[src/net_pkg.sv]
// --------------------------------------
// Shared sizes, types and encodings of
// the network interface user datapath.
// --------------------------------------
package net_pkg;

  // One beat carries eight bytes, so the datapath is 64 bits wide.
  localparam int DATA_BYTES = 8;
  localparam int DATA_BITS  = DATA_BYTES * 8;

  // A 64-byte Ethernet minimum frame spans this many beats.
  localparam int MIN_FRAME_BEATS = 64 / DATA_BYTES;

  // Depth of every stream FIFO in beats.
  // This is also the longest transmit frame the packet FIFO can hold.
  localparam int FIFO_DEPTH = 32;

  // Both link resets must stay low this many cycles before net_ready rises.
  localparam int RESET_HOLD_CYCLES = 16;

  typedef logic [DATA_BITS-1:0]  data_t;  // One beat of frame data.
  typedef logic [DATA_BYTES-1:0] keep_t;  // Bit i marks byte i as valid.

  // Beat index inside a frame. It saturates at all ones on long frames.
  typedef logic [4:0] beat_cnt_t;

  // FIFO read and write pointers wrap naturally at FIFO_DEPTH.
  typedef logic [$clog2(FIFO_DEPTH)-1:0] ptr_t;

  // Occupancy needs one extra bit so that a full FIFO is representable.
  typedef logic [$clog2(FIFO_DEPTH):0] fill_t;

  // Reset-hold counter, wide enough to reach RESET_HOLD_CYCLES.
  typedef logic [4:0] hold_t;

  // Padder states.
  typedef enum logic {
    PAD_PASS = 1'b0,  // Beats flow straight from input to output.
    PAD_FILL = 1'b1   // Zero beats are appended up to the minimum length.
  } pad_state_t;

endpackage

[src/net_reset_timer.sv]
// --------------------------------------
// Reset-hold timer. Turns the two MAC
// link resets into a debounced net_ready.
// --------------------------------------
module net_reset_timer (
  input  logic rclk,
  input  logic rst,
  input  logic link_tx_reset,
  input  logic link_rx_reset,
  output logic net_ready
);

  net_pkg::hold_t hold_cnt;   // Edges seen with every reset input low.
  logic           any_reset;  // At least one reset source is active.
  logic           hold_done;  // The quiet period has run its full length.

  assign any_reset = rst | link_tx_reset | link_rx_reset;
  assign hold_done = (hold_cnt == net_pkg::hold_t'(net_pkg::RESET_HOLD_CYCLES));

  // The first quiet edge loads one, so the count reaches RESET_HOLD_CYCLES
  // one edge before net_ready is registered high.
  always_ff @(posedge rclk) begin
    if (any_reset) begin
      hold_cnt  <= '0;    // Any reset restarts the quiet period.
      net_ready <= 1'b0;  // Drops on the edge that samples the reset.
    end else begin
      if (hold_done) begin
        net_ready <= 1'b1;  // Stays high until a reset shows up again.
      end else begin
        hold_cnt <= hold_cnt + net_pkg::hold_t'(1);
      end
    end
  end

  // The count parks at RESET_HOLD_CYCLES once it is reached.
  // It never wraps, so a long quiet period keeps net_ready steady.
  // Either link reset alone is enough to pull the datapath back into reset.

endmodule

[config.mk]
export PLATFORM = sky130hd
export DESIGN_NAME = net_reset_timer
export DESIGN_NICKNAME = d
export VERILOG_FILES = /design/src/net_pkg.sv /design/src/net_reset_timer.sv
export SDC_FILE = /design/constraint.sdc
export NUM_CORES = 1
export LEC_CHECK = 0
export ABC_AREA = 1
export BUFFER_PORTS_ARGS = -buffer_cell sky130_fd_sc_hd__buf_2
export CELL_PAD_IN_SITES_DETAIL_PLACEMENT = 1
export CELL_PAD_IN_SITES_GLOBAL_PLACEMENT = 1
export CORE_AREA = 2 2 39 41
export DETAILED_ROUTE_END_ITERATION = 10
export DIE_AREA = 0 0 41 43
export GPL_ROUTABILITY_DRIVEN = 0
export PLACE_DENSITY = 0.51
export SYNTH_ARGS = -nofsm -noshare
export SYNTH_HDL_FRONTEND = slang
export SYNTH_SLANG_ARGS = --single-unit
[constraint.sdc]
create_clock -name rclk -period 2.78 [get_ports rclk]
set_input_delay 0.278 -clock rclk [delete_from_list [all_inputs] [get_ports rclk]]
set_output_delay 0.278 -clock rclk [all_outputs]
set_load 0.02 [all_outputs]
==> flow_metrics.tcl <==
set metrics [dict create \
    outcome "complete, no violations" \
    period_share_pct 39.4 \
    grt_max_degree 7 \
    dieArea_um2 1760 \
    yosysTopAreaCell "dfxtp_1" \
    wl_per_cell_um 9.06 \
    syn_inst 41 \
    drive_gt1_share_pct 16.7 \
    synth-seq-cells 6 \
    slew_headroom_pct 82.1 \
    leakage_nw 0.148 \
    grt.total_usage_pct 8.13 \
    ys_warn_count 0 \
    place_hpwl_um 475 \
    multi_input_area_um2 148 \
    peakVddDrop_mv 0.284 \
    reg2reg_depth 6 \
    ctsResizeCount 0 \
    power_density_nw_per_um2 480 \
    fillers 186 \
    cts_tree "yes" \
    ys_types 10 \
    holdBufCountCts 0 \
    grt_pass1_wl_um 924 \
    r2r-start "hold_cnt[0]" \
    yosysSeqAreaShare_pct 40.3 \
    worstPathRequired_ps 2910 \
    post_cts_buffers 0 \
    diodes 0 \
    worst_setup_path_end_kind "flip-flop" \
    worst_pin_slew_ps 269 \
    cts_buffer_depth 2 \
    rsz0062_at_grt "false" \
    slew_viol_final 0 \
    dr.pass1.iters 3 \
    synthToLayoutAreaGrowth_pct 21.0 \
    synth.top_cell.area_share_pct 40.3 \
    finalCriticalPeriod_ps 1090 \
    final-hold-violation-count 0 \
    start_util_pct 21.5 \
    grt_pass1_vias 238 \
    fin_setup_tns_ps 0 \
    clk_latency_ps 240 \
    startpoint_type "flip-flop" \
    drc_errors 0 \
    ff2ff_setup_slack_ps 1690 \
    vias 252 \
    worst_r2r_endpoint "hold_cnt[1]" \
    via_per_inst 3.94 \
    drt_iter0_markers 4 \
    total_power_mw 0.173 \
    die_h_um 43 \
    critPathMaxFanout 5 \
    rows 14 \
    cp.arrival_ps 1230 \
    clkSinkCount 6 \
    coreArea_um2 1380 \
    max_freq_ghz 0.913 \
    maxCapViolCount 0 \
    avgSynthCellArea_um2 7.26 \
    regArea_um2 120 \
    path_clk_slew_ps 40 \
    drt_wl_total_um 580 \
    skew_ps 0.536 \
    antenna_found_initial 0 \
    postSynthNetCount 47 \
    drtAntennaViolNets 0 \
    fp.dieW_um 41 \
    critPathKind "reg2reg" \
    cts_made_buffers 3 \
    finalNetCount 56 \
    grt.overflow.total 0 \
    synthesis.area_um2 298 \
    port_buffers 4 \
    cts-root-buf "clkbuf_4" \
    hp-class "in2reg" \
    htree_levels 1 \
    cp-startpoint "hold_cnt[0]" \
    ys_top_cells_by_area "dfxtp_1 (40%), inv_1 (10%), nand2_1 (10%)" \
    endpoint "hold_cnt[1]" \
    setup_violations 0 \
    ioPinCount 5 \
]
[synth_stat cells, drive strengths merged]
library cell / instances
xnor2: 1
a21oi: 5
nand4: 2
nand2: 8
dfxtp: 6
nor2: 5
nand3: 4
inv: 8
ha: 2
[registers in the layout, indices dropped and copies added, names as in the netlist]
name	flops
hold_cnt	5
net_ready	1
[through the flow]
stage | setup WS, ps | util (%) | instance area [um^2] | hold slack [ps] | instances
floorplan | 1790 | - | 298 | 457 | 41
global placement | 1710 | 24.4 | 338 | 440 | 61
detailed placement | 1680 | 24.4 | 338 | 443 | 61
CTS | 1680 | 26.0 | 360 | 381 | 64
global route | 1580 | 26.0 | 360 | 400 | 64
finish | 1690 | 26.0 | 360 | 382 | 64
[per-layer routing]
metal | up-vias | global-route usage, % | routed length (um)
met4 | 0 | 2.00 | 0
met2 | 5 | 10.6 | 231
met5 | - | 0 | 0
met3 | 0 | 6.28 | 33
met1 | 100 | 10.3 | 315
li1 | 147 | - | -
[worst min-delay path by stage]
stage,from,endpoint,cells past startpoint
after CTS,rst,hold_cnt[4],4
after global routing,link_rx_reset,hold_cnt[4],4
after global placement,net_ready,net_ready,2
after detailed placement,net_ready,net_ready,2
final,rst,hold_cnt[4],4
after floorplan,hold_cnt[4],hold_cnt[4],2
[where the power goes]
group,total (mW),switching (mW),leakage (nW),internal [mW]
clock,0.0779,0.0292,0.0138,0.0487
sequential,0.0879,0.000794,0.0485,0.0871
combinational,0.00710,0.00389,0.0853,0.00321
total,0.173,0.0339,0.148,0.139
[worst max-delay path: stages, from the launching register on]
cell     delay, ps
dfxtp_1        370
inv_1           90
ha_1           200
nand2_1         60
inv_1           80
a21oi_1        140
nor2_1          60
[cell type report]
type | count | share of cell area (%)
multi-input cells | 27 | 41.0
clock buffers | 3 | 6.25
repair buffers | 4 | 5.56
well taps | 16 | 5.56
inverters | 8 | 8.33
flip-flops and latches | 6 | 33.3
[kinds of logic (layout without fill, tap and decap cells)]
group                    after synthesis  count (layout)  share of synthesized area, %
AND/OR/NAND/NOR                       19              19                          29.8
flip-flops                             6               6                          40.3
XOR/XNOR                               1               1                          2.94
buffers and inverters                  8              15                          10.1
adder cells (fa/ha/maj)                2               2                          8.40
AO/OA/AOI/OAI                          5               5                          8.40
[placed cells by master (no fill, tap or decap)]
cell / n
nand2_1: 8
nand4_1: 2
nor2_4: 1
xnor2_1: 1
nand3_1: 4
dfxtp_1: 6
nor2_1: 4
ha_1: 2
clkbuf_4: 3
buf_2: 4
a21oi_1: 5
inv_1: 8
Power figures use the tool's default switching activity.
