==> src/net_pkg.sv <==
// --------------------------------------
// Shared sizes, types and encodings of
// the network interface user datapath.
// --------------------------------------
package net_pkg;

  // One beat carries eight bytes, so the datapath is 64 bits wide.
  localparam int DATA_BYTES = 8;
  localparam int DATA_BITS  = DATA_BYTES * 8;

  // A 64-byte Ethernet minimum frame spans this many beats.
  localparam int MIN_FRAME_BEATS = 64 / DATA_BYTES;

  // Depth of every stream FIFO in beats.
  // This is also the longest transmit frame the packet FIFO can hold.
  localparam int FIFO_DEPTH = 32;

  // Both link resets must stay low this many cycles before net_ready rises.
  localparam int RESET_HOLD_CYCLES = 16;

  typedef logic [DATA_BITS-1:0]  data_t;  // One beat of frame data.
  typedef logic [DATA_BYTES-1:0] keep_t;  // Bit i marks byte i as valid.

  // Beat index inside a frame. It saturates at all ones on long frames.
  typedef logic [4:0] beat_cnt_t;

  // FIFO read and write pointers wrap naturally at FIFO_DEPTH.
  typedef logic [$clog2(FIFO_DEPTH)-1:0] ptr_t;

  // Occupancy needs one extra bit so that a full FIFO is representable.
  typedef logic [$clog2(FIFO_DEPTH):0] fill_t;

  // Reset-hold counter, wide enough to reach RESET_HOLD_CYCLES.
  typedef logic [4:0] hold_t;

  // Padder states.
  typedef enum logic {
    PAD_PASS = 1'b0,  // Beats flow straight from input to output.
    PAD_FILL = 1'b1   // Zero beats are appended up to the minimum length.
  } pad_state_t;

endpackage

==> src/net_stream_if.sv <==
// --------------------------------------
// Valid/ready beat stream with byte keep
// and end-of-frame marker.
// --------------------------------------
interface net_stream_if;

  logic           valid;  // Source has a beat on the bus.
  logic           ready;  // Sink can take a beat this cycle.
  net_pkg::data_t data;   // Beat payload, byte 0 in the low bits.
  net_pkg::keep_t keep;   // Contiguous from bit 0; partial only on a last beat.
  logic           last;   // Marks the final beat of a frame.

  // The source holds data, keep and last steady while valid waits on ready.
  modport source (
    output valid,
    output data,
    output keep,
    output last,
    input  ready
  );

  // The sink only answers with ready.
  modport sink (
    input  valid,
    input  data,
    input  keep,
    input  last,
    output ready
  );

endinterface

==> src/net_frame_padder.sv <==
// --------------------------------------
// Transmit frame padder. Extends short
// frames with zero bytes to 64 bytes.
// --------------------------------------
module net_frame_padder (
  input  logic         rclk,
  input  logic         rst,
  net_stream_if.sink   in_s,
  net_stream_if.source out_s
);

  net_pkg::pad_state_t state;     // Passing user beats or appending fill.
  net_pkg::beat_cnt_t  beat_idx;  // Index of the next output beat.
  logic                at_min;    // Next output beat is the minimum last beat.
  logic                below_min; // Frame would still be too short if it ended here.
  logic                out_fire;  // Output beat accepted downstream.

  // Zeroes every byte whose keep bit is clear.
  function automatic net_pkg::data_t mask_bytes(input net_pkg::data_t data,
                                                input net_pkg::keep_t keep);
    net_pkg::data_t result;
    result = '0;
    for (int i = 0; i < net_pkg::DATA_BYTES; i++) begin
      if (keep[i]) begin
        result[i*8 +: 8] = data[i*8 +: 8];
      end
    end
    return result;
  endfunction

  assign at_min    = (beat_idx == net_pkg::beat_cnt_t'(net_pkg::MIN_FRAME_BEATS - 1));
  assign below_min = (beat_idx <  net_pkg::beat_cnt_t'(net_pkg::MIN_FRAME_BEATS - 1));
  assign out_fire  = out_s.valid & out_s.ready;

  always_comb begin
    if (state == net_pkg::PAD_FILL) begin
      // The user frame is already over, so hold the input off.
      in_s.ready  = 1'b0;
      out_s.valid = 1'b1;
      out_s.data  = '0;
      out_s.keep  = '1;
      out_s.last  = at_min;  // Fill stops exactly at the minimum length.
    end else begin
      // Zero latency in both directions.
      in_s.ready  = out_s.ready;
      out_s.valid = in_s.valid;
      if (in_s.last && (below_min || at_min)) begin
        // A frame ending on or before the minimum beat gets full keep.
        // The bytes beyond the original keep go out as zero.
        out_s.data = mask_bytes(in_s.data, in_s.keep);
        out_s.keep = '1;
        out_s.last = at_min;  // Below the minimum the fill beats carry last.
      end else begin
        out_s.data = in_s.data;  // Middle beats and long frames pass untouched.
        out_s.keep = in_s.keep;
        out_s.last = in_s.last;
      end
    end
  end

  always_ff @(posedge rclk) begin
    if (rst) begin
      state    <= net_pkg::PAD_PASS;
      beat_idx <= '0;
    end else begin
      if (out_fire) begin
        if (out_s.last) begin
          beat_idx <= '0;  // Every frame counts from zero again.
        end else if (beat_idx != '1) begin
          beat_idx <= beat_idx + net_pkg::beat_cnt_t'(1);  // Saturates on long frames.
        end
      end
      case (state)
        net_pkg::PAD_PASS: begin
          // In this state an output handshake is also the input handshake.
          if (out_fire && in_s.last && below_min) begin
            state <= net_pkg::PAD_FILL;
          end
        end
        net_pkg::PAD_FILL: begin
          if (out_fire && out_s.last) begin
            state <= net_pkg::PAD_PASS;
          end
        end
        default: state <= net_pkg::PAD_PASS;
      endcase
    end
  end

endmodule

==> src/flat_wrapper.sv <==
// flat-port wrapper written by rule: the top's interface ports become plain ports
module net_frame_padder_flat 
  (rclk, rst, in_s_valid, in_s_data, in_s_keep, in_s_last, in_s_ready, out_s_valid, out_s_data, out_s_keep, out_s_last, out_s_ready);
  net_stream_if in_s_i ();
  net_stream_if out_s_i ();
  input  logic rclk;
  input  logic rst;
  input wire logic [$bits(in_s_i.valid)-1:0] in_s_valid;
  input wire logic [$bits(in_s_i.data)-1:0] in_s_data;
  input wire logic [$bits(in_s_i.keep)-1:0] in_s_keep;
  input wire logic [$bits(in_s_i.last)-1:0] in_s_last;
  output wire logic [$bits(in_s_i.ready)-1:0] in_s_ready;
  output wire logic [$bits(out_s_i.valid)-1:0] out_s_valid;
  output wire logic [$bits(out_s_i.data)-1:0] out_s_data;
  output wire logic [$bits(out_s_i.keep)-1:0] out_s_keep;
  output wire logic [$bits(out_s_i.last)-1:0] out_s_last;
  input wire logic [$bits(out_s_i.ready)-1:0] out_s_ready;
  assign in_s_i.valid = in_s_valid;
  assign in_s_i.data = in_s_data;
  assign in_s_i.keep = in_s_keep;
  assign in_s_i.last = in_s_last;
  assign in_s_ready = in_s_i.ready;
  assign out_s_valid = out_s_i.valid;
  assign out_s_data = out_s_i.data;
  assign out_s_keep = out_s_i.keep;
  assign out_s_last = out_s_i.last;
  assign out_s_i.ready = out_s_ready;
  net_frame_padder u_core (.rclk(rclk), .rst(rst), .in_s(in_s_i), .out_s(out_s_i));
endmodule
==> config.mk <==
export PLATFORM = sky130hd
export DESIGN_NAME = net_frame_padder_flat
export DESIGN_NICKNAME = d
export VERILOG_FILES = /design/src/net_pkg.sv /design/src/net_stream_if.sv /design/src/net_frame_padder.sv /design/src/flat_wrapper.sv
export SDC_FILE = /design/constraint.sdc
export NUM_CORES = 1
export LEC_CHECK = 0
export BUFFER_PORTS_ARGS = -buffer_cell sky130_fd_sc_hd__buf_2
export CAP_MARGIN = 0
export CORE_UTILIZATION = 30
export DETAILED_ROUTE_END_ITERATION = 16
export MAX_ROUTING_LAYER = met4
export PLACE_DENSITY = 0.92
export SYNTH_ARGS = -nofsm -noshare
export SYNTH_HDL_FRONTEND = slang
export SYNTH_SLANG_ARGS = --single-unit
export TNS_END_PERCENT = 100
==> constraint.sdc <==
create_clock -name rclk -period 2.5 [get_ports rclk]
set_clock_uncertainty 0.15 [all_clocks]
set_input_delay 0.25 -clock rclk [delete_from_list [all_inputs] [get_ports rclk]]
set_output_delay 0.25 -clock rclk [all_outputs]
set_load 0.005 [all_outputs]
==> results.md <==
- CTS buffer count: 3
- MaxCap Viol Count: 0
- Place WS: 0.3676 ns
- CTS tree: yes
- Final worst setup slack: 0.2275 ns
- Nets: 378
- Post-synthesis sequential area ratio: 0.1154
- Peak VDD IR: 0.1004 mV
- Die height: 60.91 microns
- Slew Viols, Final: 0
- Post-route setup TNS: 0 ns
- Crit path max fanout: 16
- Antenna Cells: 0
- GRT Resource Usage Total: 0.1960
- Drt initial violations: 56
- F_max: 440.0 MHz
- Final setup vio count: 0
- Vias post-DR: 1548
- Clk sinks: 6
- Part of the power in combinational logic: 0.577
- Nature of the critical path startpoint: flop
- Max incr delay on CP: 0.37 ns
- H-tree lvl count: 1
- Wire per inst: 11.36 microns
- Warning count from the yosys run: 0
- Die Area: 0.003709 sq mm
- FP Rows: 21
- Port bufs: 151
- Clock Path Buffers: 2
- Switching portion of total power: 0.3570
- Mapped Cells: 146
- Post CTS Setup Buffer Count: 0
- Clock share of power: 0.208
- Hold WS: 0.07840 ns
- GPL Wtd Cong: 0.9999
- Vias/cell: 4.513
- Root buf cell: clkbuf_4
- Routed Antenna Nets: 0
- Internal cell power: 314.6 uW
- First-pass GRT wire length: 5133 microns
- Pin count of the biggest net entering global routing: 17
- Area grow syn2layout: 78.61%
- Flop pwr share: 0.216
- Unrepaired setup endpoints after global routing: no
- Worst setup EP type: output port
- Bufs and invs on worst path: 1
- Worst endpoint required time: 2.10 ns
- Fin crit share: 0.9090
- Setup CP Type: reg -> out
- Initial core utilization: 0.3120
- Hold Crit Class: in -> reg
- # DRC: 0
- Final hold vios: 0
- Crit path cell chain: ha_1, o211a_4, a21oi_2, and2_1, buf_2
- Layout cell share with drive strength beyond 1: 0.5657
- Core area: 0.003337 sq mm
- Antenna violations before repair: 0
- Final HPWL DP: 3323 microns
- Tmin final: 2.273 ns
- Clock transition at the registers of the reported paths: 0.05 ns
- Slowest CP cell: o211a_4
- Syn Area/Cell: 7.130 sq um
- Top delay family on crit path: compound AO/OA/AOI/OAI gates
- Clk_lat worst skew: 0.26 ns
- Pre-antenna DRT Iters: 4
- Cts hold-fix bufs: 0
- Leading cell type in the layout, fill and taps excluded: buf_2
- Remaining Overflow, GRT: 0
- Total wire length: 3898 microns
- Pwr per Cell Area: 263.2 mW/mm^2
- Mapped Area: 0.001041 sq mm
- FF+latch count, synth: 6
- Least-Margin Pin Slew: 0.5691 ns
- CTS resizes: 0
- Worst rel slew slack: 0.6201
- Synth unique cells: 36
- Leak pwr: 0.001056 uW
- Most frequent cells in the layout: buf_2, and2_1, inv_1, or3_1
- Mapped Nets: 225
- Outcome: complete, no violations
- Vias in the first global route: 1173
- Critical path arrival: 1.87 ns
- I/O pin cnt: 152
- Die W: 60.91 microns
- Net Sw Power: 174.7 uW
[kinds of logic (layout without fill, tap and decap cells)]
group / after synthesis / count (layout) / synth area share
AOI/OAI and AO/OA: 30 / 30 / 0.2452
DFF: 6 / 6 / 0.1154
and+or+nand+nor: 92 / 92 / 0.5481
adders and majority gates: 2 / 2 / 0.02403
buffers and inverters: 16 / 167 / 0.06730
[per-layer routing]
metal	routed length [microns]	share of wire	vias up	GRT usage
li1	-	-	795	-
met1	1596	0.41	651	0.2306
met2	1986	0.51	93	0.3469
met3	247	0.063	9	0.01706
met4	68	0.017	0	0.06818
met5	0	0	-	-
[registers in the layout (all words and copies together), names as in the netlist]
signal and count:
u_core.beat_idx 5, u_core.state 1
[Yosys cell counts]
cell type	number	area share
a31oi_1	1	0.0060
nand3b_1	1	0.0072
or3_1	8	0.048
a21oi_4	2	0.031
dfxtp_1	6	0.12
a221oi_1	1	0.0084
a21oi_2	6	0.050
nand3_1	1	0.0048
o211a_4	1	0.017
o21ai_1	1	0.0048
nor2_1	4	0.014
buf_2	2	0.0096
and2_1	65	0.39
a211oi_1	2	0.014
ha_1	2	0.024
o211ai_1	2	0.014
and4_1	1	0.0084
inv_1	12	0.043
or2_2	1	0.0060
buf_6	1	0.011
o2111ai_1	1	0.0084
and3_1	3	0.018
nor2_2	1	0.0060
nand2_1	2	0.0072
o21a_1	2	0.014
nor3_1	1	0.0048
o22ai_1	1	0.0060
clkbuf_1	1	0.0036
a41oi_2	1	0.016
o2111a_1	1	0.011
a21oi_1	4	0.019
nand4bb_1	1	0.011
nand3_2	1	0.0096
nor2b_1	2	0.012
o21ai_0	3	0.014
a221o_1	1	0.0096
[through the flow]
stage | power [uW] | instance area, sq um | utilization | instances
after global placement | 384.5 | 1837 | 0.5504 | 340
after CTS | 494.2 | 1859 | 0.5572 | 343
after floorplan | 235.1 | 1041 | - | 146
after detailed placement | 391.3 | 1837 | 0.5504 | 340
after global routing | 535.0 | 1859 | 0.5572 | 343
final | 489.3 | 1859 | 0.5572 | 343
[final timing paths]
check | depth (start not counted) | from | slack [ns] | endpoint
min | 2 | out_s_ready | 0.08 | u_core.state
max | 5 | u_core.beat_idx[0] | 0.23 | out_s_data[0]
max reg2reg | 7 | u_core.beat_idx[1] | 0.34 | u_core.beat_idx[2]
min reg2reg | 2 | u_core.beat_idx[4] | 0.35 | u_core.beat_idx[4]
[final cells by class]
cell class | count | area (sq um)
multi-input combinational | 124 | 850.8
fill | 332 | 1478
tap | 46 | 57.56
sequential | 6 | 120.1
timing repair buffer | 152 | 763.2
clock buffer | 3 | 22.52
inverter | 12 | 45.04
[power by group through the flow]
stage | registers, uW | logic [uW] | clock network, uW
2_1_floorplan | 103 | 132 | 0
3_3_place_gp | 107 | 278 | 0
3_5_place_dp | 107 | 284 | 0
4_1_cts | 105 | 285 | 104
5_1_grt | 106 | 322 | 107
6_report | 106 | 282 | 102
(Power assumes the default switching activity.)
