### config.mk
export PLATFORM = sky130hd
export DESIGN_NAME = net_stream_fifo_flat
export DESIGN_NICKNAME = d
export VERILOG_FILES = /design/src/net_pkg.sv /design/src/net_stream_if.sv /design/src/net_stream_fifo.sv /design/src/flat_wrapper.sv
export SDC_FILE = /design/constraint.sdc
export NUM_CORES = 2
export LEC_CHECK = 0
export BUFFER_PORTS_ARGS = -buffer_cell sky130_fd_sc_hd__buf_2
export CAP_MARGIN = 40
export CORE_ASPECT_RATIO = 0.75
export CORE_UTILIZATION = 54
export CTS_BUF_LIST = sky130_fd_sc_hd__clkbuf_4
export CTS_CLUSTER_SIZE = 10
export DETAILED_ROUTE_END_ITERATION = 12
export PLACE_DENSITY_LB_ADDON = 0.15
export SLEW_MARGIN = 20
export SYNTH_ARGS = -nofsm -noshare
export SYNTH_HDL_FRONTEND = slang
export SYNTH_SLANG_ARGS = --single-unit
export TNS_END_PERCENT = 50
### constraint.sdc
create_clock -name rclk -period 5.86 [get_ports rclk]
set_input_delay 0.879 -clock rclk [delete_from_list [all_inputs] [get_ports rclk]]
set_output_delay 0.879 -clock rclk [all_outputs]
set_load 0.005 [all_outputs]
### src/net_pkg.sv
// --------------------------------------
// Shared sizes, types and encodings of
// the network interface user datapath.
// --------------------------------------
package net_pkg;

  // One beat carries eight bytes, so the datapath is 64 bits wide.
  localparam int DATA_BYTES = 8;
  localparam int DATA_BITS  = DATA_BYTES * 8;

  // A 64-byte Ethernet minimum frame spans this many beats.
  localparam int MIN_FRAME_BEATS = 64 / DATA_BYTES;

  // Depth of every stream FIFO in beats.
  // This is also the longest transmit frame the packet FIFO can hold.
  localparam int FIFO_DEPTH = 32;

  // Both link resets must stay low this many cycles before net_ready rises.
  localparam int RESET_HOLD_CYCLES = 16;

  typedef logic [DATA_BITS-1:0]  data_t;  // One beat of frame data.
  typedef logic [DATA_BYTES-1:0] keep_t;  // Bit i marks byte i as valid.

  // Beat index inside a frame. It saturates at all ones on long frames.
  typedef logic [4:0] beat_cnt_t;

  // FIFO read and write pointers wrap naturally at FIFO_DEPTH.
  typedef logic [$clog2(FIFO_DEPTH)-1:0] ptr_t;

  // Occupancy needs one extra bit so that a full FIFO is representable.
  typedef logic [$clog2(FIFO_DEPTH):0] fill_t;

  // Reset-hold counter, wide enough to reach RESET_HOLD_CYCLES.
  typedef logic [4:0] hold_t;

  // Padder states.
  typedef enum logic {
    PAD_PASS = 1'b0,  // Beats flow straight from input to output.
    PAD_FILL = 1'b1   // Zero beats are appended up to the minimum length.
  } pad_state_t;

endpackage

### src/net_stream_if.sv
// --------------------------------------
// Valid/ready beat stream with byte keep
// and end-of-frame marker.
// --------------------------------------
interface net_stream_if;

  logic           valid;  // Source has a beat on the bus.
  logic           ready;  // Sink can take a beat this cycle.
  net_pkg::data_t data;   // Beat payload, byte 0 in the low bits.
  net_pkg::keep_t keep;   // Contiguous from bit 0; partial only on a last beat.
  logic           last;   // Marks the final beat of a frame.

  // The source holds data, keep and last steady while valid waits on ready.
  modport source (
    output valid,
    output data,
    output keep,
    output last,
    input  ready
  );

  // The sink only answers with ready.
  modport sink (
    input  valid,
    input  data,
    input  keep,
    input  last,
    output ready
  );

endinterface

### src/net_stream_fifo.sv
// --------------------------------------
// Synchronous stream FIFO holding data,
// keep and last of each beat.
// --------------------------------------
module net_stream_fifo (
  input  logic         rclk,
  input  logic         rst,
  net_stream_if.sink   in_s,
  net_stream_if.source out_s
);

  // Beat storage, one entry per beat.
  net_pkg::data_t data_mem [net_pkg::FIFO_DEPTH];
  net_pkg::keep_t keep_mem [net_pkg::FIFO_DEPTH];
  logic           last_mem [net_pkg::FIFO_DEPTH];

  net_pkg::ptr_t  wr_ptr;      // Next entry to write.
  net_pkg::ptr_t  rd_ptr;      // Entry shown at the output.
  net_pkg::fill_t fill;        // Beats currently stored.
  net_pkg::fill_t fill_next;   // Occupancy after this edge.
  logic           in_ready_q;  // Registered "not full", low in reset.
  logic           wr_en;       // A beat is accepted at the input.
  logic           rd_en;       // A beat leaves at the output.

  assign wr_en = in_s.valid & in_ready_q;
  assign rd_en = out_s.valid & out_s.ready;

  assign in_s.ready  = in_ready_q;
  assign out_s.valid = (fill != '0);  // Empty comes straight from the count.

  // The head entry is read combinationally.
  // A written beat thus shows up one cycle after its write edge.
  assign out_s.data = data_mem[rd_ptr];
  assign out_s.keep = keep_mem[rd_ptr];
  assign out_s.last = last_mem[rd_ptr];

  // A write and a read on the same edge leave the count unchanged.
  always_comb begin
    fill_next = fill;
    case ({wr_en, rd_en})
      2'b10:   fill_next = fill + net_pkg::fill_t'(1);
      2'b01:   fill_next = fill - net_pkg::fill_t'(1);
      default: fill_next = fill;
    endcase
  end

  always_ff @(posedge rclk) begin
    if (rst) begin
      wr_ptr     <= '0;
      rd_ptr     <= '0;
      fill       <= '0;
      in_ready_q <= 1'b0;  // No beats are taken while the datapath is in reset.
    end else begin
      if (wr_en) begin
        wr_ptr <= wr_ptr + net_pkg::ptr_t'(1);  // Wraps at FIFO_DEPTH.
      end
      if (rd_en) begin
        rd_ptr <= rd_ptr + net_pkg::ptr_t'(1);
      end
      fill <= fill_next;
      // Full is derived from the same next count, so ready tracks fill exactly.
      in_ready_q <= (fill_next < net_pkg::fill_t'(net_pkg::FIFO_DEPTH));
    end
  end

  // Each accepted beat lands in the entry at the write pointer.
  always_ff @(posedge rclk) begin
    if (wr_en) begin
      data_mem[wr_ptr] <= in_s.data;
      keep_mem[wr_ptr] <= in_s.keep;
      last_mem[wr_ptr] <= in_s.last;
    end
  end

endmodule

### src/flat_wrapper.sv
// flat-port wrapper written by rule: the top's interface ports become plain ports
module net_stream_fifo_flat 
  (rclk, rst, in_s_valid, in_s_data, in_s_keep, in_s_last, in_s_ready, out_s_valid, out_s_data, out_s_keep, out_s_last, out_s_ready);
  net_stream_if in_s_i ();
  net_stream_if out_s_i ();
  input  logic rclk;
  input  logic rst;
  input wire logic [$bits(in_s_i.valid)-1:0] in_s_valid;
  input wire logic [$bits(in_s_i.data)-1:0] in_s_data;
  input wire logic [$bits(in_s_i.keep)-1:0] in_s_keep;
  input wire logic [$bits(in_s_i.last)-1:0] in_s_last;
  output wire logic [$bits(in_s_i.ready)-1:0] in_s_ready;
  output wire logic [$bits(out_s_i.valid)-1:0] out_s_valid;
  output wire logic [$bits(out_s_i.data)-1:0] out_s_data;
  output wire logic [$bits(out_s_i.keep)-1:0] out_s_keep;
  output wire logic [$bits(out_s_i.last)-1:0] out_s_last;
  input wire logic [$bits(out_s_i.ready)-1:0] out_s_ready;
  assign in_s_i.valid = in_s_valid;
  assign in_s_i.data = in_s_data;
  assign in_s_i.keep = in_s_keep;
  assign in_s_i.last = in_s_last;
  assign in_s_ready = in_s_i.ready;
  assign out_s_valid = out_s_i.valid;
  assign out_s_data = out_s_i.data;
  assign out_s_keep = out_s_i.keep;
  assign out_s_last = out_s_i.last;
  assign out_s_i.ready = out_s_ready;
  net_stream_fifo u_core (.rclk(rclk), .rst(rst), .in_s(in_s_i), .out_s(out_s_i));
endmodule
==> metrics.md <==
| Metric | Value |
|---|---|
| Yosys top cell area share | 78.3% |
| DRT antenna net count | 0 |
| Vias in the first global route | 44500 |
| Placed insts | 5934 |
| Overflow after GRT | 0 |
| Largest net degree at the start of global routing | around 110 |
| Setup TNS | 0 ns |
| Setup ws final | 0.671 ns |
| Synth Warn # | 0 |
| CTS buffer count | roughly 580 |
| Global-route usage over all layers | 26.3% |
| Count of input and output buffers | 151 |
| Tmin final | 5.19 ns |
| CP required | 4.98 ns |
| Filler cells | 11400 |
| Post-CTS sizing | 0 |
| Setup-failing EPs final | 0 |
| Core Region | 165000 um^2 |
| I/O pin cnt | 152 |
| Row count | around 130 |
| Drt via density | about 6.2 |
| First-pass GRT wire length | 310000 um |
| Clock Sinks | 2358 |
| TritonRoute pass-1 iters | 5 |
| DRC viols | 0 |
| Total setup buffers inserted after CTS | 0 |
| Initial antenna violation count | 12 |
| Final instance area | 102000 um^2 |
| Worst-margin pin slew | 1.02 ns |
| Post-synth EDFFs | around 2300 |
| Post-DP HPWL | 112000 um |
| Mapped Avg Cell Area | 24.9 um^2 |
| Post-synth ARST share | 0% |
| Status | complete, no violations |
| Drt wl/cell | 31.2 um |
| Max Cap Viol | 0 |
| H-tree Lvls | 6 |
| Crit Path Max Fanout | between 50 and 60 |
| CTS root buffer | clkbuf_4 |
| Detailed Route WL | 217000 um |
| Sequential share of the synthesized area | between 70% and 80% |
| Sequential cell area | 70600 um^2 |
| Fmax | 193 MHz |
| Clk buf depth | 4 |
| Max-slew headroom | 31.8% |
| Synthesized instance count | 3598 |
| CP Capture Type | primary output |
| Pwr dens | between 300 and 400 nW/um^2 |
| Final nets | roughly 4500 |
| Worst-path clk slew | 0.07 ns |
| Multi-input gate area | between 15000 and 20000 um^2 |
| Synth Register Bits | 2358 |
| Min-delay worst type | in2reg |
| Distinct cells, synth | 41 |
| Critical path launch point type | register |
| Fin cells | between 6000 and 7000 |
| Area growth from synthesis to layout | 13.6% |
| Data arrival time of the worst path | 4.31 ns |
| Routed via count | between 40000 and 50000 |
| Ys flop type | edfxtp_1 |
| Final period utilization | 88.5% |
| Slew Viols, Final | 0 |
| Initial core utilization | 54.4% |
| Worst Skew | roughly 0.06 ns |
| Die height | 355 um |
| Die width | 472 um |
| DR iter-0 viols | 5194 |
| Setup CP Type | reg2out |
| Final Wtd Congestion | 0.739 |
| Static Leak | about 0.032 uW |
| Syn Std Cell Area | ~90000 um^2 |
| Placement Setup Slack | around 2.0 ns |
| Hold Vio Cnt, Final | 0 |
| CTS tree | done |
| Die ar. | approximately 170000 um^2 |
| Share of layout cells above drive strength 1 | between 40% and 50% |
| Dominant cells by area after synthesis | edfxtp_1 (78%), mux4_2 (17%), mux2i_1 (1.1%), mux2_2 (0.98%), dfxtp_1 (0.49%) |
| Area post-placement | 94400 um^2 |
| Clock Latency Late Sink | 1.33 ns |
| Post-synth top area cell | edfxtp_1 |
| Syn nets | about 3700 |
| Peak VDD IR | 282 uV |
| RSZ-0062 raised after global routing | no |
| Minimum hold slack | 0.151 ns |
[synth_stat cells, drive strengths merged, types with 10 or more instances]
| cell | number |
|---|---|
| mux2i | 95 |
| nor2 | 53 |
| clkbuf | 68 |
| ha | 10 |
| mux2 | 78 |
| mux4 | 664 |
| o22ai | 29 |
| buf | 120 |
| edfxtp | 2336 |
| dfxtp | 22 |
| a221oi | 22 |
| nand2 | 13 |
[cell type report]
cell class / instances / share of cell area (%)
repair buffers: 373 / 3.30
clock buffers: 815 / 6.01
well taps: 2227 / 2.74
inverters: 4 / 0.0221
multi-input cells: 1048 / 18.1
clock inverters: 120 / 0.536
diodes: 11 / 0.0270
flip-flops and latches: 2358 / 69.3
[layout by cell type (no fill, tap or decap), drive strengths merged, types with 2 or more instances in the layout]
| cell | n |
|---|---|
| a21boi | 2 |
| a21o | 8 |
| a21oi | 7 |
| a221o | 7 |
| a221oi | 22 |
| a22o | 9 |
| and2 | 4 |
| buf | 299 |
| bufinv | 3 |
| clkbuf | 815 |
| clkinv | 104 |
| dfxtp | 22 |
| diode | 11 |
| dlygate4sd3 | 74 |
| edfxtp | 2336 |
| ha | 10 |
| inv | 17 |
| mux2 | 78 |
| mux2i | 95 |
| mux4 | 664 |
| nand2 | 13 |
| nand2b | 2 |
| nand3 | 2 |
| nand3b | 3 |
| nand4 | 3 |
| nor2 | 53 |
| nor2b | 8 |
| nor4 | 2 |
| o21a | 2 |
| o21ai | 2 |
| o22ai | 29 |
| or2 | 3 |
| or3 | 3 |
| or3b | 2 |
| xnor2 | 2 |
| xor2 | 9 |
[power by group]
group	internal (uW)	total (uW)	switching, uW
clock network	6490	12800	6260
registers	18700	18800	138
logic	3400	6270	2860
[critical path, cell delays in order (launching register included)]
cell and delay, ns:
dfxtp_4 0.82, buf_4 0.76, mux4_2 0.42, mux4_2 0.51, mux2_2 0.29, buf_2 0.13
[kinds of logic (layout without fill, tap and decap cells)]
group                      after synthesis  count (layout)  share of synthesized area (%)
xor gates and xnor gates                11              11                          0.107
and+or+nand+nor                         99              99                          0.518
adders and majority gates               10              10                          0.140
buffers and inverters                  192            1312                           1.00
other                                    0              11                              0
AOI/OAI and AO/OA                       91              91                          0.762
DFF                                   2358            2358                           78.7
muxes                                  837             837                           18.7
[layer usage]
metal	up-vias	track usage, %	wire (um)
li1	17500	-	-
met1	23100	39.3	91200
met2	2239	39.3	101000
met3	363	6.33	20400
met4	6	7.20	4160
met5	-	0	34
[flip-flops by register name, summed over array words and instances (netlist names), named ones only]
register / flops
u_core.in_s.ready: 1
u_core.data_mem: 2048
u_core.last_mem: 32
u_core.wr_ptr: 5
u_core.keep_mem: 256
u_core.fill: 5
u_core.rd_ptr: 5
[final timing paths]
path	startpoint	endpoint	slack, ns	cells past startpoint
max reg2reg	u_core.fill[1]	register	2.63	9
min	in_s_valid	u_core.wr_ptr[1]	0.15	4
min reg2reg	u_core.fill[3]	u_core.fill[3]	0.51	2
max	register	out_s_data[33]	0.67	5
[what timing repair did]
item / in CTS / in global routing
hold buffers: 74 / 0
setup endpoints to repair: 0 / 0
hold endpoints to repair: 2352 / 0
[per-stage QoR]
stage               total power, uW  utilization, %
global placement              25500            57.0
CTS                           38300            61.8
global route                  39500            61.8
detailed placement            25600            57.3
floorplan                     23900               -
finish                        37900            61.8
(Power assumes the default switching activity.)
