## config.mk

```make
export PLATFORM = sky130hd
export DESIGN_NAME = net_pkt_fifo_flat
export DESIGN_NICKNAME = d
export VERILOG_FILES = /design/src/net_pkg.sv /design/src/net_stream_if.sv /design/src/net_pkt_fifo.sv /design/src/net_stream_fifo.sv /design/src/flat_wrapper.sv
export SDC_FILE = /design/constraint.sdc
export NUM_CORES = 2
export LEC_CHECK = 0
export CAP_MARGIN = 20
export CELL_PAD_IN_SITES_DETAIL_PLACEMENT = 0
export CELL_PAD_IN_SITES_GLOBAL_PLACEMENT = 1
export CORE_MARGIN = 2
export CORE_UTILIZATION = 50
export DETAILED_ROUTE_END_ITERATION = 12
export DONT_BUFFER_PORTS = 1
export MAX_ROUTING_LAYER = met4
export PLACE_DENSITY_LB_ADDON = 0.1
export SYNTH_ARGS = -nofsm -noshare
export SYNTH_HDL_FRONTEND = slang
export SYNTH_SLANG_ARGS = --single-unit
```

## constraint.sdc

```tcl
create_clock -name rclk -period 8.54 [get_ports rclk]
set_clock_uncertainty 0.05 [all_clocks]
set_input_delay 2.135 -clock rclk [delete_from_list [all_inputs] [get_ports rclk]]
set_output_delay 2.135 -clock rclk [all_outputs]
set_load 0.01 [all_outputs]
```

## src/net_pkg.sv

```systemverilog
// --------------------------------------
// Shared sizes, types and encodings of
// the network interface user datapath.
// --------------------------------------
package net_pkg;

  // One beat carries eight bytes, so the datapath is 64 bits wide.
  localparam int DATA_BYTES = 8;
  localparam int DATA_BITS  = DATA_BYTES * 8;

  // A 64-byte Ethernet minimum frame spans this many beats.
  localparam int MIN_FRAME_BEATS = 64 / DATA_BYTES;

  // Depth of every stream FIFO in beats.
  // This is also the longest transmit frame the packet FIFO can hold.
  localparam int FIFO_DEPTH = 32;

  // Both link resets must stay low this many cycles before net_ready rises.
  localparam int RESET_HOLD_CYCLES = 16;

  typedef logic [DATA_BITS-1:0]  data_t;  // One beat of frame data.
  typedef logic [DATA_BYTES-1:0] keep_t;  // Bit i marks byte i as valid.

  // Beat index inside a frame. It saturates at all ones on long frames.
  typedef logic [4:0] beat_cnt_t;

  // FIFO read and write pointers wrap naturally at FIFO_DEPTH.
  typedef logic [$clog2(FIFO_DEPTH)-1:0] ptr_t;

  // Occupancy needs one extra bit so that a full FIFO is representable.
  typedef logic [$clog2(FIFO_DEPTH):0] fill_t;

  // Reset-hold counter, wide enough to reach RESET_HOLD_CYCLES.
  typedef logic [4:0] hold_t;

  // Padder states.
  typedef enum logic {
    PAD_PASS = 1'b0,  // Beats flow straight from input to output.
    PAD_FILL = 1'b1   // Zero beats are appended up to the minimum length.
  } pad_state_t;

endpackage

```

## src/net_stream_if.sv

```systemverilog
// --------------------------------------
// Valid/ready beat stream with byte keep
// and end-of-frame marker.
// --------------------------------------
interface net_stream_if;

  logic           valid;  // Source has a beat on the bus.
  logic           ready;  // Sink can take a beat this cycle.
  net_pkg::data_t data;   // Beat payload, byte 0 in the low bits.
  net_pkg::keep_t keep;   // Contiguous from bit 0; partial only on a last beat.
  logic           last;   // Marks the final beat of a frame.

  // The source holds data, keep and last steady while valid waits on ready.
  modport source (
    output valid,
    output data,
    output keep,
    output last,
    input  ready
  );

  // The sink only answers with ready.
  modport sink (
    input  valid,
    input  data,
    input  keep,
    input  last,
    output ready
  );

endinterface

```

## src/net_pkt_fifo.sv

```systemverilog
// --------------------------------------
// Store-and-forward packet FIFO. Only
// complete frames are released.
// --------------------------------------
module net_pkt_fifo (
  input  logic         rclk,
  input  logic         rst,
  net_stream_if.sink   in_s,
  net_stream_if.source out_s
);

  // Frames longer than FIFO_DEPTH beats are not supported.
  // Such a frame fills the buffer before its last beat arrives and stalls for good.

  net_stream_if fifo_out ();  // Ungated output of the beat buffer.

  net_pkg::fill_t frame_cnt;    // Complete frames held in the buffer.
  logic           frame_avail;  // At least one whole frame is stored.
  logic           frame_in;     // A last beat is written this cycle.
  logic           frame_out;    // A last beat leaves this cycle.

  net_stream_fifo buf_i (
    .rclk  (rclk),
    .rst   (rst),
    .in_s  (in_s),
    .out_s (fifo_out)
  );

  assign frame_avail = (frame_cnt != '0);
  assign frame_in    = in_s.valid & in_s.ready & in_s.last;
  assign frame_out   = out_s.valid & out_s.ready & out_s.last;

  // The head beat is hidden until its frame is complete.
  // After that the rest of the frame is already stored, so it bursts out unbroken.
  assign out_s.valid    = fifo_out.valid & frame_avail;
  assign fifo_out.ready = out_s.ready & frame_avail;
  assign out_s.data     = fifo_out.data;
  assign out_s.keep     = fifo_out.keep;
  assign out_s.last     = fifo_out.last;

  // The count updates on the write edge.
  // So a frame shows up one cycle after its last beat at the earliest.
  always_ff @(posedge rclk) begin
    if (rst) begin
      frame_cnt <= '0;
    end else begin
      case ({frame_in, frame_out})
        2'b10:   frame_cnt <= frame_cnt + net_pkg::fill_t'(1);
        2'b01:   frame_cnt <= frame_cnt - net_pkg::fill_t'(1);
        default: frame_cnt <= frame_cnt;  // Both or neither.
      endcase
    end
  end

endmodule

```

## src/net_stream_fifo.sv

```systemverilog
// --------------------------------------
// Synchronous stream FIFO holding data,
// keep and last of each beat.
// --------------------------------------
module net_stream_fifo (
  input  logic         rclk,
  input  logic         rst,
  net_stream_if.sink   in_s,
  net_stream_if.source out_s
);

  // Beat storage, one entry per beat.
  net_pkg::data_t data_mem [net_pkg::FIFO_DEPTH];
  net_pkg::keep_t keep_mem [net_pkg::FIFO_DEPTH];
  logic           last_mem [net_pkg::FIFO_DEPTH];

  net_pkg::ptr_t  wr_ptr;      // Next entry to write.
  net_pkg::ptr_t  rd_ptr;      // Entry shown at the output.
  net_pkg::fill_t fill;        // Beats currently stored.
  net_pkg::fill_t fill_next;   // Occupancy after this edge.
  logic           in_ready_q;  // Registered "not full", low in reset.
  logic           wr_en;       // A beat is accepted at the input.
  logic           rd_en;       // A beat leaves at the output.

  assign wr_en = in_s.valid & in_ready_q;
  assign rd_en = out_s.valid & out_s.ready;

  assign in_s.ready  = in_ready_q;
  assign out_s.valid = (fill != '0);  // Empty comes straight from the count.

  // The head entry is read combinationally.
  // A written beat thus shows up one cycle after its write edge.
  assign out_s.data = data_mem[rd_ptr];
  assign out_s.keep = keep_mem[rd_ptr];
  assign out_s.last = last_mem[rd_ptr];

  // A write and a read on the same edge leave the count unchanged.
  always_comb begin
    fill_next = fill;
    case ({wr_en, rd_en})
      2'b10:   fill_next = fill + net_pkg::fill_t'(1);
      2'b01:   fill_next = fill - net_pkg::fill_t'(1);
      default: fill_next = fill;
    endcase
  end

  always_ff @(posedge rclk) begin
    if (rst) begin
      wr_ptr     <= '0;
      rd_ptr     <= '0;
      fill       <= '0;
      in_ready_q <= 1'b0;  // No beats are taken while the datapath is in reset.
    end else begin
      if (wr_en) begin
        wr_ptr <= wr_ptr + net_pkg::ptr_t'(1);  // Wraps at FIFO_DEPTH.
      end
      if (rd_en) begin
        rd_ptr <= rd_ptr + net_pkg::ptr_t'(1);
      end
      fill <= fill_next;
      // Full is derived from the same next count, so ready tracks fill exactly.
      in_ready_q <= (fill_next < net_pkg::fill_t'(net_pkg::FIFO_DEPTH));
    end
  end

  // Each accepted beat lands in the entry at the write pointer.
  always_ff @(posedge rclk) begin
    if (wr_en) begin
      data_mem[wr_ptr] <= in_s.data;
      keep_mem[wr_ptr] <= in_s.keep;
      last_mem[wr_ptr] <= in_s.last;
    end
  end

endmodule

```

## src/flat_wrapper.sv

```systemverilog
// flat-port wrapper written by rule: the top's interface ports become plain ports
module net_pkt_fifo_flat 
  (rclk, rst, in_s_valid, in_s_data, in_s_keep, in_s_last, in_s_ready, out_s_valid, out_s_data, out_s_keep, out_s_last, out_s_ready);
  net_stream_if in_s_i ();
  net_stream_if out_s_i ();
  input  logic rclk;
  input  logic rst;
  input wire logic [$bits(in_s_i.valid)-1:0] in_s_valid;
  input wire logic [$bits(in_s_i.data)-1:0] in_s_data;
  input wire logic [$bits(in_s_i.keep)-1:0] in_s_keep;
  input wire logic [$bits(in_s_i.last)-1:0] in_s_last;
  output wire logic [$bits(in_s_i.ready)-1:0] in_s_ready;
  output wire logic [$bits(out_s_i.valid)-1:0] out_s_valid;
  output wire logic [$bits(out_s_i.data)-1:0] out_s_data;
  output wire logic [$bits(out_s_i.keep)-1:0] out_s_keep;
  output wire logic [$bits(out_s_i.last)-1:0] out_s_last;
  input wire logic [$bits(out_s_i.ready)-1:0] out_s_ready;
  assign in_s_i.valid = in_s_valid;
  assign in_s_i.data = in_s_data;
  assign in_s_i.keep = in_s_keep;
  assign in_s_i.last = in_s_last;
  assign in_s_ready = in_s_i.ready;
  assign out_s_valid = out_s_i.valid;
  assign out_s_data = out_s_i.data;
  assign out_s_keep = out_s_i.keep;
  assign out_s_last = out_s_i.last;
  assign out_s_i.ready = out_s_ready;
  net_pkt_fifo u_core (.rclk(rclk), .rst(rst), .in_s(in_s_i), .out_s(out_s_i));
endmodule
```

==> metrics.md <==
| Metric | Value |
|---|---|
| Count of flip-flops with a built-in enable after synthesis | 2336 |
| Result of the run | finished, final reports clean |
| Reg2reg setup slack | approximately 3.2 ns |
| Antenna diode count | 0 |
| Largest fanout on the critical path | 43 |
| Post-synthesis sequential area ratio | between 70% and 80% |
| Max Cap Violations | 0 |
| Leading post-synthesis cells by cell area | sky130_fd_sc_hd__edfxtp_1, sky130_fd_sc_hd__mux4_2, sky130_fd_sc_hd__mux2i_1 |
| Syn avg cell area | between 20 and 30 sq um |
| Worst path setup slack after routing | between 2 and 2.5 ns |
| Sink count of the clock tree | approximately 2400 |
| Initial core utilization | 50.4% |
| Number of nets in the final layout | approximately 3800 |
| Post-Syn Nets | approximately 3700 |
| Main combinational cell family by area after synthesis | multiplexers |
| Fraction of registers with async set or reset after synthesis | 0% |
| Remaining DRCs | 0 |
| Cell chain of the critical path | buf_4 -> mux4_2 -> mux4_2 -> mux2_2 |
| Number of hold-slack violations in the final timing report | 0 |
| Latest clock arrival within the worst-skew pair | 0.87 ns |
| Post-synthesis cell count | between 3000 and 4000 |
| Classification of the worst-slack hold path | reg -> reg |
| Placed wire-length estimate after detailed placement | 108000 um |
| Vias after detailed routing | around 40000 |
| Clk buf depth | 3 |
| CP peak stage delay | approximately 0.90 ns |
| Clock tree from TritonCTS | yes |
| Maximum vdd ir drop | 0.212 mV |
| Number of buffer cells added on primary ports | 0 |
| Part of the power in the clock network | 43.4% |
| Vias per cell | 6.41 |
| Crit path kind | reg -> out |
| Via count of the first global-routing pass | about 42000 |
| Setup Viol. Count Final | 0 |
| Filler cells | about 13000 |
| Power dissipated by switching net loads | 0.00445 W |
| Adder-cell area share of the yosys netlist | 0.231% |
| Static Leakage | ~30 nW |
| Part of the total power dissipated in sequential elements | around 55% |
| Wire length of the first global-routing pass | 312000 um |
| Buffer type at the clock tree root | sky130_fd_sc_hd__clkbuf_16 |
| Initial antenna violation count | 2 |
| Post-route ant nets | 0 |
| Slowest cell on the critical path | sky130_fd_sc_hd__dfxtp_4 |
| Fraction of final layout cells with drive strength greater than 1 | between 30% and 40% |
| Total gr overflow | 0 |
| Area fraction in and, or, nand and nor cells after synthesis | less than 1% |
| Drt first pass iters | 5 |
| Fraction of power spent switching nets | 19.3% |
| Ys Warns | 0 |
| Power Dens Cells | roughly 230 nW/um^2 |
| Worst Max-Slew Pin Slew | 1.12 ns |
| Arrival time reported for the critical path endpoint | 4.05 ns |
| Die height | around 430 um |
| Internal power | 0.0186 W |
| Final period demand of the worst path | 6.24 ns |
| Register bit count reported by yosys | between 2000 and 2500 |
| Worst setup timing slack at the placement stage | between 3 and 4 ns |
| Die X | approximately 430 um |
| Kind of start point of the critical path | flip-flop |
| Leading cell types in the layout, fill and taps excluded | sky130_fd_sc_hd__edfxtp_1, sky130_fd_sc_hd__mux4_2, sky130_fd_sc_hd__clkbuf_16 |
| Cell row count | 155 |
| Count of boundary I/O pins | approximately 150 |
| Core Box Area | roughly 180000 sq um |
| Synth Flop Type | sky130_fd_sc_hd__edfxtp_1 |
| Total wirelength of the detailed-routed design | between 200000 and 250000 um |
| Global-route total usage across every layer | between 20% and 30% |
| Combinational share of power | 1.2% |
| Total CTS buffers | 232 |
| Pins Over Slew Limit | 0 |
| Required time worst endpoint | ~6.4 ns |
| Post-CTS Resized | 0 |
| Post-synthesis compound-gate area fraction | less than 1% |
| Unrepaired setup endpoints after global routing | false |
| Worst hold slack after final layout | 0.484 ns |
| Clock transition at the registers of the reported paths | about 0.060 ns |
| Maximum clock frequency | roughly 0.16 GHz |
| Most frequent cell on the critical path | sky130_fd_sc_hd__mux4_2 |
| Share of synthesized area spent on multiplexers | a little under a fifth |
| Proportion of netlist area held by the largest area contributor | between 70% and 80% |
| Slew HR | roughly a quarter |
| Synth cell types | 52 |
| Post-synthesis share of cell area spent on xor and xnor gates | less than 1% |
| # H-tree levels | 4 |
| Critical path capture point type | output port |
| Largest area contributor in the synthesized netlist | sky130_fd_sc_hd__edfxtp_1 |
| Area of the mapped netlist | roughly 90000 sq um |
| Final weighted congestion of routability-driven global placement | approximately 0.74 |
| Final period utilization | 73.0% |
| Number of buffers inserted by post-CTS setup repair | 0 |
| Die area | around 180000 sq um |
| First DRT Iteration DRCs | approximately 4400 |
| Hold bufs inserted after CTS | 0 |
| Syn-to-layout area delta | 12.1% |
| Setup total negative slack | 0 ns |
| Drt wl/cell | 35.1 um |
| Most common library cell in the layout ignoring fill and taps | sky130_fd_sc_hd__edfxtp_1 |
| Pin count of the biggest net entering global routing | 150 |
-- layer usage --
layer | vias up | routed length, um | GRT usage (%)
li1 | 16000 | - | -
met1 | 22600 | 91800 | 34.2
met2 | 1515 | 111000 | 39.9
met3 | 293 | 15000 | 4.49
met4 | 0 | 3680 | 5.16
met5 | - | 0 | -
-- power by group through the flow --
stage	sequential [W]	clock, W	combinational (W)
after floorplan	0.0130	0	0.000213
after global placement	0.0130	0	0.000282
after detailed placement	0.0130	0	0.000285
after CTS	0.0128	0.0102	0.000286
after global routing	0.0128	0.0107	0.000297
final	0.0128	0.0100	0.000278
-- critical path, delay by kind of cell, from the launching register on --
kind	cells	cell delay, ns
DFF	1	0.90
buffers and inverters	1	0.81
muxes	3	1.46
-- area by class of cell --
type / instances / area [sq um] / share of cell area (%)
multi-input cells: 1036 / 18700 / 18.5
clock buffers: 280 / 6090 / 6.04
flip-flops and latches: 2364 / 70700 / 70.1
repair buffers: 107 / 1070 / 1.06
well taps: 2355 / 2950 / 2.92
clock inverters: 157 / 1400 / 1.39
inverters: 6 / 22.5 / 0.0223
-- synthesized netlist by cell type, drive strengths merged (5+ instances only) --
| cell | n |
|---|---|
| ha | 15 |
| a221oi | 9 |
| nor2 | 58 |
| clkbuf | 86 |
| a21oi | 7 |
| mux2 | 48 |
| dfxtp | 28 |
| xnor2 | 7 |
| mux2i | 71 |
| o21a | 19 |
| nor4 | 5 |
| inv | 6 |
| a22o | 9 |
| nand2 | 13 |
| nand3b | 5 |
| edfxtp | 2336 |
| mux4 | 695 |
| and2 | 6 |
| a22oi | 18 |
| xor2 | 9 |
| buf | 103 |
-- stage by stage --
stage | cells | total power (W) | area, sq um | util, %
CTS | 6305 | 0.0233 | 101000 | 56.5
global placement | 5868 | 0.0133 | 93400 | 52.3
floorplan | 3595 | 0.0132 | 90000 | -
detailed placement | 5868 | 0.0133 | 93400 | 52.3
global route | 6305 | 0.0237 | 101000 | 56.5
finish | 6305 | 0.0231 | 101000 | 56.5
-- worst paths after layout --
check,start,endpoint,depth (start not counted)
worst max register to register,flip-flop,u_core.frame_cnt[5],13
worst min register to register,u_core.buf_i.wr_ptr[1],u_core.buf_i.wr_ptr[1],2
worst min-delay path,u_core.buf_i.wr_ptr[1],u_core.buf_i.wr_ptr[1],2
worst max-delay path,flip-flop,out_s_data[20],4
-- cells by family after synthesis --
family / Yosys count
DFF: 2364
AOI/OAI and AO/OA: 80
adders and majority gates: 16
buffers and inverters: 195
muxes: 814
and+or+nand+nor: 110
xor gates and xnor gates: 16
-- sequential cells by signal (all words and copies together), names as in the netlist, named ones only --
signal,count
u_core.buf_i.wr_ptr,5
u_core.buf_i.last_mem,32
u_core.frame_cnt,6
u_core.buf_i.fill,5
u_core.buf_i.keep_mem,256
u_core.buf_i.rd_ptr,5
u_core.buf_i.data_mem,2048
u_core.buf_i.in_s.ready,1
(Power assumes the default switching activity.)
